**config.mk**
```make
export PLATFORM = sky130hd
export DESIGN_NAME = cpu
export DESIGN_NICKNAME = d
export VERILOG_FILES = /design/src/source/lc3b_types.sv /design/src/source/alu.sv /design/src/source/cpu.sv /design/src/source/datapath.sv /design/src/source/decode.sv /design/src/source/mem_align.sv /design/src/source/regfile.sv
export VERILOG_INCLUDE_DIRS = /design/src /design/src/source
export SDC_FILE = /design/constraint.sdc
export NUM_CORES = 1
export LEC_CHECK = 0
export BUFFER_PORTS_ARGS = -buffer_cell sky130_fd_sc_hd__buf_2
export CAP_MARGIN = 15
export CORE_MARGIN = 5
export CORE_UTILIZATION = 61
export CTS_CLUSTER_SIZE = 16
export DETAILED_ROUTE_END_ITERATION = 10
export PLACE_DENSITY_LB_ADDON = 0.2
export SYNTH_ARGS = -nofsm -noshare
export SYNTH_HDL_FRONTEND = slang
export SYNTH_HIERARCHICAL = 1
export SYNTH_SLANG_ARGS = --single-unit
```
**constraint.sdc**
```tcl
create_clock -name clk -period 5.15 [get_ports clk]
set_input_delay 1.03 -clock clk [delete_from_list [all_inputs] [get_ports clk]]
set_output_delay 1.03 -clock clk [all_outputs]
set_load 0.005 [all_outputs]
```
**src/source/lc3b_config.svh**
```systemverilog
`ifndef LC3B_CONFIG_SVH
`define LC3B_CONFIG_SVH

// machine word, also the address width
`define LC3B_WORD_W 16

// r0..r7
`define LC3B_NUM_REGS 8

// first fetch address out of reset
`define LC3B_RESET_PC 16'h0000

`endif

```
**src/source/lc3b_types.sv**
```systemverilog
`include "lc3b_config.svh"
`default_nettype none

package lc3b_types;

typedef logic [`LC3B_WORD_W-1:0] lc3b_word;
typedef logic [$clog2(`LC3B_NUM_REGS)-1:0] lc3b_reg;
typedef logic [1:0] lc3b_mem_wmask;    // bit 1 high byte, bit 0 low byte

typedef enum logic [3:0] {
    op_br  = 4'b0000, op_add = 4'b0001, op_ldb = 4'b0010, op_stb  = 4'b0011,
    op_jsr = 4'b0100, op_and = 4'b0101, op_ldr = 4'b0110, op_str  = 4'b0111,
    op_rti = 4'b1000, op_not = 4'b1001, op_ldi = 4'b1010, op_sti  = 4'b1011,
    op_jmp = 4'b1100, op_shf = 4'b1101, op_lea = 4'b1110, op_trap = 4'b1111
} lc3b_opcode;

typedef enum logic [1:0] {
    alu_add,
    alu_and,
    alu_not,
    alu_pass
} lc3b_aluop;

// add, and, not
typedef struct packed {
    lc3b_opcode opcode;
    lc3b_reg    dr;
    lc3b_reg    sr1;
    logic       imm_flag;
    logic [4:0] imm5;      // sr2 in [2:0] when imm_flag is low
} lc3b_op_fields;

// ldr, str, ldb, stb; lea reads base and offset6 together as offset9
typedef struct packed {
    lc3b_opcode opcode;
    lc3b_reg    dr;        // source register for stores
    lc3b_reg    base;
    logic [5:0] offset6;
} lc3b_mem_fields;

typedef union packed {
    lc3b_op_fields  op;
    lc3b_mem_fields mem;
} lc3b_instr;

endpackage : lc3b_types

`default_nettype wire

```
**src/source/alu.sv**
```systemverilog
`timescale 1ns/1ps
`default_nettype none

module alu
    import lc3b_types::*;
(
    input  lc3b_aluop aluop,
    input  lc3b_word  a,
    input  lc3b_word  b,
    output lc3b_word  f
);

always_comb
begin
    case (aluop)
        alu_add:
            f = a + b;
        alu_and:
            f = a & b;
        alu_not:
            f = ~a;
        default:
            f = a;          // alu_pass, b ignored
    endcase
end

endmodule : alu

`default_nettype wire

```
**src/source/cpu.sv**
```systemverilog
`timescale 1ns/1ps
`default_nettype none

module cpu
    import lc3b_types::*;
(
    input  logic          clk,
    input  logic          reset,
    input  logic          i_resp,
    input  lc3b_word      i_rdata,
    input  logic          d_resp,
    input  lc3b_word      d_rdata,
    output lc3b_word      i_addr,
    output logic          i_read,
    output lc3b_word      d_addr,
    output logic          d_read,
    output logic          d_write,
    output lc3b_mem_wmask d_byte_enable,
    output lc3b_word      d_wdata
);

// memory stage request, before byte steering
lc3b_word addr_mem;
lc3b_word wdata_mem;
logic     read_mem;
logic     write_mem;
logic     byte_mem;
lc3b_word mem_rdata;    // sign-extended already for ldb
logic     mem_resp;

datapath datapath0 (.*);

mem_align align0 (.*);

endmodule : cpu

`default_nettype wire

```
**src/source/datapath.sv**
```systemverilog
`timescale 1ns/1ps
`include "lc3b_config.svh"
`default_nettype none

module datapath
    import lc3b_types::*;
(
    input  logic     clk,
    input  logic     reset,
    input  logic     i_resp,
    input  lc3b_word i_rdata,
    input  logic     mem_resp,
    input  lc3b_word mem_rdata,
    output lc3b_word i_addr,
    output logic     i_read,
    output lc3b_word addr_mem,
    output lc3b_word wdata_mem,
    output logic     read_mem,
    output logic     write_mem,
    output logic     byte_mem
);

lc3b_word   pc;
lc3b_word   pc_plus2;
lc3b_word   ir_buf;             // fetched while the data port held the pipe
logic       buf_valid;
logic       i_gap;              // idle cycle after each fetch resp
logic       i_pending;
logic       stall_i;
logic       stall_d;
logic       advance;
lc3b_instr  ir_id;
lc3b_word   pc_id;
logic       sr2_sel_id;
logic       imm_sel_id;
logic       sh6_sel_id;
logic       alumux1_sel_id;
logic [1:0] alumux2_sel_id;
lc3b_aluop  aluop_id;
logic       read_id;
logic       write_id;
logic       byte_id;
logic       load_regfile_id;
logic       regfilemux_sel_id;
lc3b_reg    src_a_id;
lc3b_reg    src_b_id;
lc3b_word   sr1_id;
lc3b_word   sr2_id;
lc3b_word   opnd_a_id;
lc3b_word   opnd_b_id;
lc3b_word   opnd_a_ex;
lc3b_word   opnd_b_ex;
lc3b_word   sr2_ex;
lc3b_reg    dest_ex;
lc3b_aluop  aluop_ex;
logic       read_ex;
logic       write_ex;
logic       byte_ex;
logic       load_regfile_ex;
logic       regfilemux_sel_ex;
lc3b_word   alu_out;
lc3b_reg    dest_mem;
logic       load_regfile_mem;
logic       regfilemux_sel_mem;
lc3b_word   alu_wb;
lc3b_word   mem_wb;
lc3b_reg    dest_wb;
logic       load_regfile_wb;
logic       regfilemux_sel_wb;
lc3b_word   wb_data;

assign stall_d  = (read_mem | write_mem) & ~mem_resp;
assign stall_i  = ~i_resp & ~buf_valid;
assign advance  = ~stall_i & ~stall_d;
assign pc_plus2 = pc + lc3b_word'(2);
assign i_addr   = pc;
// once started, a fetch is held through a data stall
assign i_read   = ~i_gap & ~buf_valid & (~stall_d | i_pending);

decode dec0
(
    .instr          (ir_id),
    .sr2_sel        (sr2_sel_id),
    .imm_sel        (imm_sel_id),
    .sh6_sel        (sh6_sel_id),
    .alumux1_sel    (alumux1_sel_id),
    .alumux2_sel    (alumux2_sel_id),
    .aluop          (aluop_id),
    .read           (read_id),
    .write          (write_id),
    .byte_access    (byte_id),
    .load_regfile   (load_regfile_id),
    .regfilemux_sel (regfilemux_sel_id)
);

// sr1 and the memory base share one field of the union
assign src_a_id  = ir_id.op.sr1;
assign src_b_id  = sr2_sel_id ? ir_id.mem.dr : ir_id.op.imm5[2:0];
assign opnd_a_id = alumux1_sel_id ? pc_id : sr1_id;    // pc only for lea

regfile rf0
(
    .clk,
    .reset,
    .load  (load_regfile_wb),
    .in    (wb_data),
    .src_a (src_a_id),
    .src_b (src_b_id),
    .dest  (dest_wb),
    .reg_a (sr1_id),
    .reg_b (sr2_id)
);

always_comb
begin
    case (alumux2_sel_id)
        2'b00:
            opnd_b_id = sr2_id;
        2'b10:
            opnd_b_id = {{(`LC3B_WORD_W-10){ir_id.mem.base[2]}}, ir_id.mem.base,
                         ir_id.mem.offset6, 1'b0};    // offset9 times two
        default:
            if (!imm_sel_id)
                opnd_b_id = {{(`LC3B_WORD_W-5){ir_id.op.imm5[4]}}, ir_id.op.imm5};
            else if (sh6_sel_id)
                opnd_b_id = {{(`LC3B_WORD_W-7){ir_id.mem.offset6[5]}}, ir_id.mem.offset6, 1'b0};
            else
                opnd_b_id = {{(`LC3B_WORD_W-6){ir_id.mem.offset6[5]}}, ir_id.mem.offset6};
    endcase
end

alu alu0
(
    .aluop (aluop_ex),
    .a     (opnd_a_ex),
    .b     (opnd_b_ex),
    .f     (alu_out)
);

assign wb_data = regfilemux_sel_wb ? mem_wb : alu_wb;

always_ff @(posedge clk or posedge reset)
begin
    if (reset)
    begin
        pc               <= `LC3B_RESET_PC;
        i_gap            <= 1'b0;
        i_pending        <= 1'b0;
        buf_valid        <= 1'b0;
        ir_id            <= '0;
        read_ex          <= 1'b0;
        write_ex         <= 1'b0;
        load_regfile_ex  <= 1'b0;
        read_mem         <= 1'b0;
        write_mem        <= 1'b0;
        load_regfile_mem <= 1'b0;
        load_regfile_wb  <= 1'b0;
    end
    else
    begin
        i_gap     <= i_resp;
        i_pending <= i_read & ~i_resp;
        if (advance)
        begin
            pc        <= pc_plus2;
            ir_id     <= buf_valid ? ir_buf : i_rdata;
            buf_valid <= 1'b0;
        end
        else if (i_resp)
            buf_valid <= 1'b1;      // resp landed during a data stall
        if (!stall_d)
        begin
            if (stall_i)
                ir_id <= '0;        // br, so decode sees a bubble
            read_ex          <= read_id;
            write_ex         <= write_id;
            load_regfile_ex  <= load_regfile_id;
            read_mem         <= read_ex;
            write_mem        <= write_ex;
            load_regfile_mem <= load_regfile_ex;
            load_regfile_wb  <= load_regfile_mem;
        end
    end
end

always_ff @(posedge clk)
begin
    if (i_resp)
        ir_buf <= i_rdata;
    if (advance)
        pc_id <= pc_plus2;
    if (!stall_d)
    begin
        opnd_a_ex          <= opnd_a_id;
        opnd_b_ex          <= opnd_b_id;
        sr2_ex             <= sr2_id;
        dest_ex            <= ir_id.op.dr;
        aluop_ex           <= aluop_id;
        byte_ex            <= byte_id;
        regfilemux_sel_ex  <= regfilemux_sel_id;
        addr_mem           <= alu_out;     // doubles as the alu result
        wdata_mem          <= sr2_ex;
        byte_mem           <= byte_ex;
        dest_mem           <= dest_ex;
        regfilemux_sel_mem <= regfilemux_sel_ex;
        alu_wb             <= addr_mem;
        mem_wb             <= mem_rdata;
        dest_wb            <= dest_mem;
        regfilemux_sel_wb  <= regfilemux_sel_mem;
    end
end

endmodule : datapath

`default_nettype wire

```
**src/source/decode.sv**
```systemverilog
`timescale 1ns/1ps
`default_nettype none

module decode
    import lc3b_types::*;
(
    input  lc3b_instr  instr,
    output logic       sr2_sel,         // port b index from dr field
    output logic       imm_sel,         // offset6 instead of imm5
    output logic       sh6_sel,         // offset6 scaled by two
    output logic       alumux1_sel,     // pc as operand a
    output logic [1:0] alumux2_sel,     // 00 reg, 01 immediate, 10 offset9
    output lc3b_aluop  aluop,
    output logic       read,
    output logic       write,
    output logic       byte_access,
    output logic       load_regfile,
    output logic       regfilemux_sel   // load data instead of alu result
);

always_comb
begin
    // bubble unless the opcode is one we run
    sr2_sel        = 1'b0;
    imm_sel        = 1'b0;
    sh6_sel        = 1'b0;
    alumux1_sel    = 1'b0;
    alumux2_sel    = 2'b00;
    aluop          = alu_pass;
    read           = 1'b0;
    write          = 1'b0;
    byte_access    = 1'b0;
    load_regfile   = 1'b0;
    regfilemux_sel = 1'b0;

    case (instr.op.opcode)
        op_add, op_and:
        begin
            aluop        = (instr.op.opcode == op_add) ? alu_add : alu_and;
            alumux2_sel  = instr.op.imm_flag ? 2'b01 : 2'b00;
            load_regfile = 1'b1;
        end
        op_not:
        begin
            aluop        = alu_not;
            load_regfile = 1'b1;
        end
        op_lea:
        begin
            aluop        = alu_add;
            alumux1_sel  = 1'b1;
            alumux2_sel  = 2'b10;
            load_regfile = 1'b1;
        end
        // ldb 0010, stb 0011, ldr 0110, str 0111
        op_ldb, op_stb, op_ldr, op_str:
        begin
            aluop          = alu_add;
            imm_sel        = 1'b1;
            alumux2_sel    = 2'b01;
            sh6_sel        = instr.mem.opcode[2];   // word forms scale the offset
            byte_access    = ~instr.mem.opcode[2];
            sr2_sel        = instr.mem.opcode[0];   // store data
            write          = instr.mem.opcode[0];
            read           = ~instr.mem.opcode[0];
            load_regfile   = ~instr.mem.opcode[0];
            regfilemux_sel = 1'b1;
        end
        default: ;      // br and everything dropped
    endcase
end

endmodule : decode

`default_nettype wire

```
**src/source/mem_align.sv**
```systemverilog
`timescale 1ns/1ps
`include "lc3b_config.svh"
`default_nettype none

module mem_align
    import lc3b_types::*;
(
    input  lc3b_word      addr_mem,
    input  lc3b_word      wdata_mem,
    input  logic          read_mem,
    input  logic          write_mem,
    input  logic          byte_mem,
    input  logic          d_resp,
    input  lc3b_word      d_rdata,
    output lc3b_word      mem_rdata,
    output logic          mem_resp,
    output lc3b_word      d_addr,
    output logic          d_read,
    output logic          d_write,
    output lc3b_mem_wmask d_byte_enable,
    output lc3b_word      d_wdata
);

logic [7:0] rbyte;

assign d_addr   = {addr_mem[`LC3B_WORD_W-1:1], 1'b0};    // word aligned on the port
assign d_read   = read_mem;
assign d_write  = write_mem;
assign mem_resp = d_resp;

always_comb
begin
    if (!byte_mem)
        d_byte_enable = 2'b11;
    else if (addr_mem[0])
        d_byte_enable = 2'b10;      // odd address, high lane
    else
        d_byte_enable = 2'b01;
end

// store byte on both lanes, the enable picks one
assign d_wdata = byte_mem ? {2{wdata_mem[7:0]}} : wdata_mem;

assign rbyte     = addr_mem[0] ? d_rdata[15:8] : d_rdata[7:0];
assign mem_rdata = byte_mem ? {{(`LC3B_WORD_W-8){rbyte[7]}}, rbyte} : d_rdata;

endmodule : mem_align

`default_nettype wire

```
**src/source/regfile.sv**
```systemverilog
`timescale 1ns/1ps
`include "lc3b_config.svh"
`default_nettype none

module regfile
    import lc3b_types::*;
(
    input  logic     clk,
    input  logic     reset,
    input  logic     load,
    input  lc3b_word in,
    input  lc3b_reg  src_a,
    input  lc3b_reg  src_b,
    input  lc3b_reg  dest,
    output lc3b_word reg_a,
    output lc3b_word reg_b
);

lc3b_word regs [`LC3B_NUM_REGS];

always_ff @(posedge clk or posedge reset)
begin
    if (reset)
    begin
        for (int i = 0; i < `LC3B_NUM_REGS; i++)
            regs[i] <= '0;
    end
    else if (load)
        regs[dest] <= in;
end

// writeback value shows up on a read in the same cycle
assign reg_a = (load && dest == src_a) ? in : regs[src_a];
assign reg_b = (load && dest == src_b) ? in : regs[src_b];

endmodule : regfile

`default_nettype wire

```
==> results of run 1 <==
[report_power, final]
part	switching, mW	leakage [nW]	internal, mW
clock	0.999	0.585	1.60
sequential	0.982	3.80	4.26
combinational	2.68	3.20	2.92
total	4.66	7.58	8.78
[metal layers]
metal	vias up	wire length [µm]	track usage
met5	-	0	0
met4	0	1289	0.08057
met3	74	2433	0.03874
met2	340	18750	0.4201
met1	5065	16280	0.3503
li1	4382	-	-
[cell families after synthesis]
logic type	count (synthesis)	synth area share
AOI/OAI and AO/OA	138	0.05410
xor gates and xnor gates	55	0.02877
adders and majority gates	18	0.01390
buffers and inverters	125	0.04760
DFF	328	0.5377
muxes	329	0.2683
other	2	0.0004485
and+or+nand+nor	149	0.04917
[stage by stage]
stage / worst slack (ns) / instances
after floorplan: 0.7074 / 1144
after global placement: 1.593 / 1482
after detailed placement: 1.481 / 1482
after CTS: 1.467 / 1548
after global routing: 1.144 / 1548
final: 1.445 / 1548
[path summary, 6_finish.rpt]
kind	to	start
worst min-delay path	datapath0/wdata_mem[2]	datapath0/sr2_ex[2]
worst max-delay path	datapath0/opnd_b_ex[8]	datapath0/ir_id[13]
worst min register to register	datapath0/wdata_mem[2]	datapath0/sr2_ex[2]
max in group asynchronous	datapath0/rf0/regs[79]	reset
worst max register to register	datapath0/opnd_b_ex[8]	datapath0/ir_id[13]
min in group asynchronous	datapath0/i_addr[6]	reset
[cell usage in the layout, fill, tap and decap left out, types with 5 or more instances in the layout]
master / count
buf_4: 23
o21ai_1: 8
nor2b_1: 9
edfxtp_1: 159
nand2_1: 29
a22oi_1: 18
dfrtp_1: 168
a211oi_1: 13
a21o_1: 12
nor2_1: 51
mux4_1: 14
nor3_1: 5
mux2i_1: 12
o21ai_0: 10
nand3_1: 8
mux2_4: 7
mux2_2: 244
nand4_1: 5
mux4_2: 50
xor2_1: 26
a21oi_1: 50
clkbuf_16: 38
ha_1: 17
clkbuf_1: 13
and3_1: 5
buf_2: 86
xnor2_1: 29
inv_1: 9
[area by class of cell]
| class | count | share of cell area |
|---|---|---|
| Clock buffer | 54 | 0.05705 |
| Clock inverter | 12 | 0.009325 |
| Inverter | 13 | 0.002811 |
| Multi-Input combinational cell | 691 | 0.3809 |
| Sequential cell | 328 | 0.4935 |
| Tap cell | 341 | 0.02338 |
| Timing Repair Buffer | 109 | 0.03305 |
[state kept, by name (all words and copies together), names as in the netlist, 16 cells and up]
register / flops
datapath0/alu_wb: 16
datapath0/ir_id: 16
datapath0/opnd_a_ex: 16
datapath0/addr_mem: 16
datapath0/ir_buf: 16
datapath0/sr2_ex: 16
datapath0/opnd_b_ex: 16
datapath0/rf0/regs: 128
datapath0/mem_wb: 16
datapath0/wdata_mem: 16
[critical path: stages, from the launching register on]
cell     delay (ns)
dfrtp_1        0.49
nand2_2        0.12
inv_2          0.10
and2_1         0.24
mux2_2         0.61
xnor2_1        0.28
nand4_1        0.60
buf_4          0.43
mux2_2         0.31
mux2i_1        0.12
o21ai_0        0.10
==> flow_summary_export.csv, run 1 <==
group,metric,value,unit
sta,timing.hold.ws,0.4164,ns
critical_path,worstSetupEndpointType,"flop",
run,drv_cap,0,
sta,hold_viol_final,0,
detailed_routing,num_vias,9861,
synth,synth_edf_count,159,
synth,syn_area,16740,µm²
clock_tree,root_buffer,"clkbuf_16",
grt,track_usage,0.2535,
synth,synthTopCellsByArea,"edfxtp_1 (29%), dfrtp_1 (25%), mux2_2 (16%)",
hold_path,holdPathStages,0,
cells_and_area,drive_above_1_share,0.4051,
placed_design,port_buffers,86,
critical_path,cp_data_required_time,5.38,ns
detailed_routing,drtAntennaViolNets,0,
die,io_pins,89,
clock_tree,clockBufferDepth,3,
synth,synth_top_cell_by_area,"edfxtp_1",
sta,tightest_slew,1.160,ns
grt,grt_antenna_before_repair,0,
cells_and_area,nets,1233,
sta,fin_crit_sh,0.7195,
die,initial_core_util,0.6195,
synth,yosys_most_used_dff,"dfrtp_1",
detailed_routing,dr.pass1.iters,4,
die,num_rows,60,
synth,ys_seq_area_frac,0.5377,
synth,yosysUniqueCellTypes,80,
sta,max_freq,0.2699,GHz
sta,rsz0062_at_grt,"no",
cells_and_area,final_area,18250,µm²
clock_tree,cts_setup_buffers,0,
power,p_total,13.44,mW
synth,synthArstFlopShare,0.5152,
clock_tree,cts_tree,"built",
critical_path,worstPathMaxFanout,22,
clock_tree,numCtsBuffers,36,
cells_and_area,fillCellCount,1865,
sta,setup_violations,0,
detailed_routing,wl_per_cell,25.03,µm
synth,syn_inst,1144,
cells_and_area,antennaDiodeCount,0,
grt,grt_max_degree,88,
sta,fin_skew,0.01937,ns
clock_tree,cts_hold_buf,0,
detailed_routing,drt_iter0_markers,993,
cells_and_area,seq_area,9005,µm²
run_status,outcome,"finished, final reports clean",
power,p_leak,7.577,nW
die,die_x,175.7,µm
power,vdd_drop_max,0.3373,mV
placed_design,gp_congestion,0.8876,
clock_tree,clk_pin_slew,0.06,ns
grt,grt_pass1_vias,10077,
synth,synth_seq_cells,328,
cells_and_area,post-route-util,0.6752,
cells_and_area,multi_input_area,6950,µm²
synth,synthesis.nets,1198,
die,core-area,27030,µm²
die,dieArea,30860,µm²
critical_path,critPathKind,"flop to flop",
synth,synthTopCellsByCount,"mux2_2 (244), dfrtp_1 (169), edfxtp_1 (159)",
synth,postSynthAreaPerCell,14.64,µm²
power,p_per_area,736.8,nW/µm²
detailed_routing,drc,0,
critical_path,regToRegSetupSlack,1.44,ns
critical_path,arrival,3.94,ns
detailed_routing,routed_wl,38.75,mm
synth,ys_warn_count,6,
placed_design,place.detailed.hpwl,26.42,mm
grt,grt_pass1_wl,59.77,mm
die,die_height,175.7,µm
clock_tree,clock_sinks,328,
sta,slew_headroom,0.2269,
sta,timing.final.max_slew_violations,0,
grt,gr-total-overflow,0,
clock_tree,htreeDepth,2,
synth,synth.most_common_cell,"mux2_2",
critical_path,critPathLaunchType,"flop",
cells_and_area,area_delta_synth_final,8.982,%
hold_path,hp-class,"flop to flop",
sta,fin_crit,3.706,ns
detailed_routing,avgViaCountPerCell,6.370,
sta,fin_tns_setup,0,ns
placed_design,dpl-instance-area,17040,µm²
synth,synth_top_area_frac,0.2852,
critical_path,r2r_cells,10,
clock_tree,worstSkewPairLatency,0.52,ns
clock_tree,cts_resized,0,
Note: power is estimated with default switching activity, not from simulation.
==> run 2: changes to the inputs <==
==> constraint.sdc (replaced) <==
create_clock -name clk -period 3.5 [get_ports clk]
set_input_delay 0.7 -clock clk [delete_from_list [all_inputs] [get_ports clk]]
set_output_delay 0.7 -clock clk [all_outputs]
set_load 0.005 [all_outputs]
==> run 2 against run 1 <==
Compared with the run above:
- clock-buffer cell count shrank 4
- via count grew 0.27%
- wire length grew 0.60%
- cell count grew 0.65%
- global-route usage grew 0.15 points
- critical path type unchanged
==> flow_summary_export.csv, run 2 (same netlist as run 1, synthesis figures left out) <==
group,metric,value,unit
run_status,outcome,"finished, final reports clean",
clock_tree,root_buffer,"clkbuf_16",
run,drv_cap,0,
grt,grt_antenna_before_repair,1,
detailed_routing,num_vias,9888,
cells_and_area,layout_commonest_cell,"mux2_2",
placed_design,gp_congestion,0.9046,
die,die_height,175.7,µm
grt,grt_pass1_vias,9973,
cells_and_area,final_cell_mix,"mux2_2 (244), dfrtp_1 (168), edfxtp_1 (159), buf_2 (86), nor2_1 (51)",
cells_and_area,drive_above_1_share,0.4120,
sta,layout_setup_ws,0.2982,ns
sta,fin_crit,3.202,ns
detailed_routing,routed_wl,38.98,mm
die,initial_core_util,0.6195,
power,p_total,19.77,mW
detailed_routing,dr.pass1.iters,5,
detailed_routing,avgViaCountPerCell,6.347,
placed_design,dp_worst_setup_slack,0.3183,ns
placed_design,place.detailed.hpwl,26.56,mm
detailed_routing,drtAntennaViolNets,0,
detailed_routing,wl_per_cell,25.02,µm
sta,timing.hold.ws,0.3307,ns
cells_and_area,largest_register_ffs,128,
critical_path,critPathKind,"flop to flop",
power,vdd_drop_max,0.4986,mV
hold_path,hp-class,"input pin to asynchronous set/reset pin",
clock_tree,worstSkewPairLatency,0.51,ns
sta,tightest_slew,0.9909,ns
clock_tree,cts_resized,0,
critical_path,worstPathMaxFanout,14,
clock_tree,clockBufferDepth,3,
grt,grt_max_degree,154,
detailed_routing,drc,0,
die,io_pins,89,
critical_path,arrival,3.45,ns
sta,setup_violations,0,
critical_path,crit_slowest_cell,"mux4_1",
detailed_routing,drt_iter0_markers,758,
power,p_leak,7.631,nW
clock_tree,clock_sinks,328,
grt,grt_pass1_wl,59.95,mm
clock_tree,cts_hold_buf,0,
die,die_x,175.7,µm
die,num_rows,60,
clock_tree,cts_tree,"built",
grt,track_usage,0.2551,
sta,fin_skew,0.01645,ns
cells_and_area,area_delta_synth_final,9.587,%
sta,fin_tns_setup,0,ns
die,dieArea,30860,µm²
critical_path,crit_chain,"inv_2 -> nand2_2 -> inv_2 -> and2_1 -> mux2_2 -> mux4_1 -> mux2_2 -> mux2_4 -> nor2b_1 -> a211oi_1 -> a21oi_1",
die,core-area,27030,µm²
cells_and_area,fillCellCount,1845,
sta,fin_crit_sh,0.9148,
placed_design,port_buffers,86,
cells_and_area,nets,1244,
grt,gr-total-overflow,0,
clock_tree,htreeDepth,2,
sta,rsz0062_at_grt,"no",
critical_path,r2r_cells,11,
sta,timing.final.max_slew_violations,0,
sta,hold_viol_final,0,
critical_path,cpPeakStageDelay,0.62,ns
clock_tree,cts_setup_buffers,0,
cells_and_area,top_register,"datapath0/rf0/regs",
critical_path,worstSetupEndpointType,"flop",
clock_tree,numCtsBuffers,36,
power,p_per_area,1078,nW/µm²
clock_tree,clk_pin_slew,0.06,ns
critical_path,cp_data_required_time,3.74,ns
sta,max_freq,0.3123,GHz
critical_path,critPathLaunchType,"flop",
sta,slew_headroom,0.3380,
run 2: final timing paths:
kind	startpoint	to	slack (ns)
hold reg to reg	datapath0/byte_ex	datapath0/byte_mem	0.42
hold / removal	reset	datapath0/i_addr[7]	0.33
setup / recovery	datapath0/ir_id[15]	datapath0/opnd_b_ex[5]	0.30
max in group asynchronous	reset	datapath0/rf0/regs[11]	2.32
setup reg to reg	datapath0/ir_id[15]	datapath0/opnd_b_ex[5]	0.30
min in group clk	i_rdata[11]	datapath0/ir_buf[11]	0.39
run 2: layout make-up:
type / count / area (µm²) / area share
clock inverter: 14 / 156.4 / 0.008524
tap: 341 / 426.7 / 0.02325
inverter: 13 / 52.55 / 0.002864
sequential: 328 / 9005 / 0.4908
clock buffer: 50 / 994.7 / 0.05421
timing repair buffer: 120 / 760.7 / 0.04146
multi-input combinational: 691 / 6950 / 0.3788
antenna: 1 / 2.502 / 0.0001364
run 2: routing by layer:
metal,vias to the layer above,track usage,wire length (µm),part of all wire
met2,403,0.4097,18610,0.48
met4,0,0.09649,1586,0.041
li1,4410,-,-,-
met1,4995,0.3439,15850,0.41
met5,-,0,0,0
met3,80,0.05833,2945,0.076
run 2: worst max-delay path, delay by kind of cell, from the launching register on:
family	cells	cell delay, ns
DFF	1	0.38
muxes	4	1.66
and+or+nand+nor	3	0.43
AOI/OAI and AO/OA	2	0.33
buffers and inverters	2	0.15
run 2: through the flow:
| step | cells | utilization | area [µm²] |
|---|---|---|---|
| global route | 1557 | 0.6788 | 18350 |
| detailed placement | 1493 | 0.6363 | 17200 |
| floorplan | 1144 | - | 16750 |
| global placement | 1493 | 0.6363 | 17200 |
| CTS | 1557 | 0.6788 | 18350 |
| finish | 1558 | 0.6789 | 18350 |
run 2: where the power goes:
| group | total (mW) | switching [mW] | internal (mW) |
|---|---|---|---|
| Sequential | 7.66 | 1.40 | 6.26 |
| Clock | 3.69 | 1.48 | 2.21 |
| Combinational | 8.42 | 4.02 | 4.40 |
| Total | 19.8 | 6.89 | 12.9 |
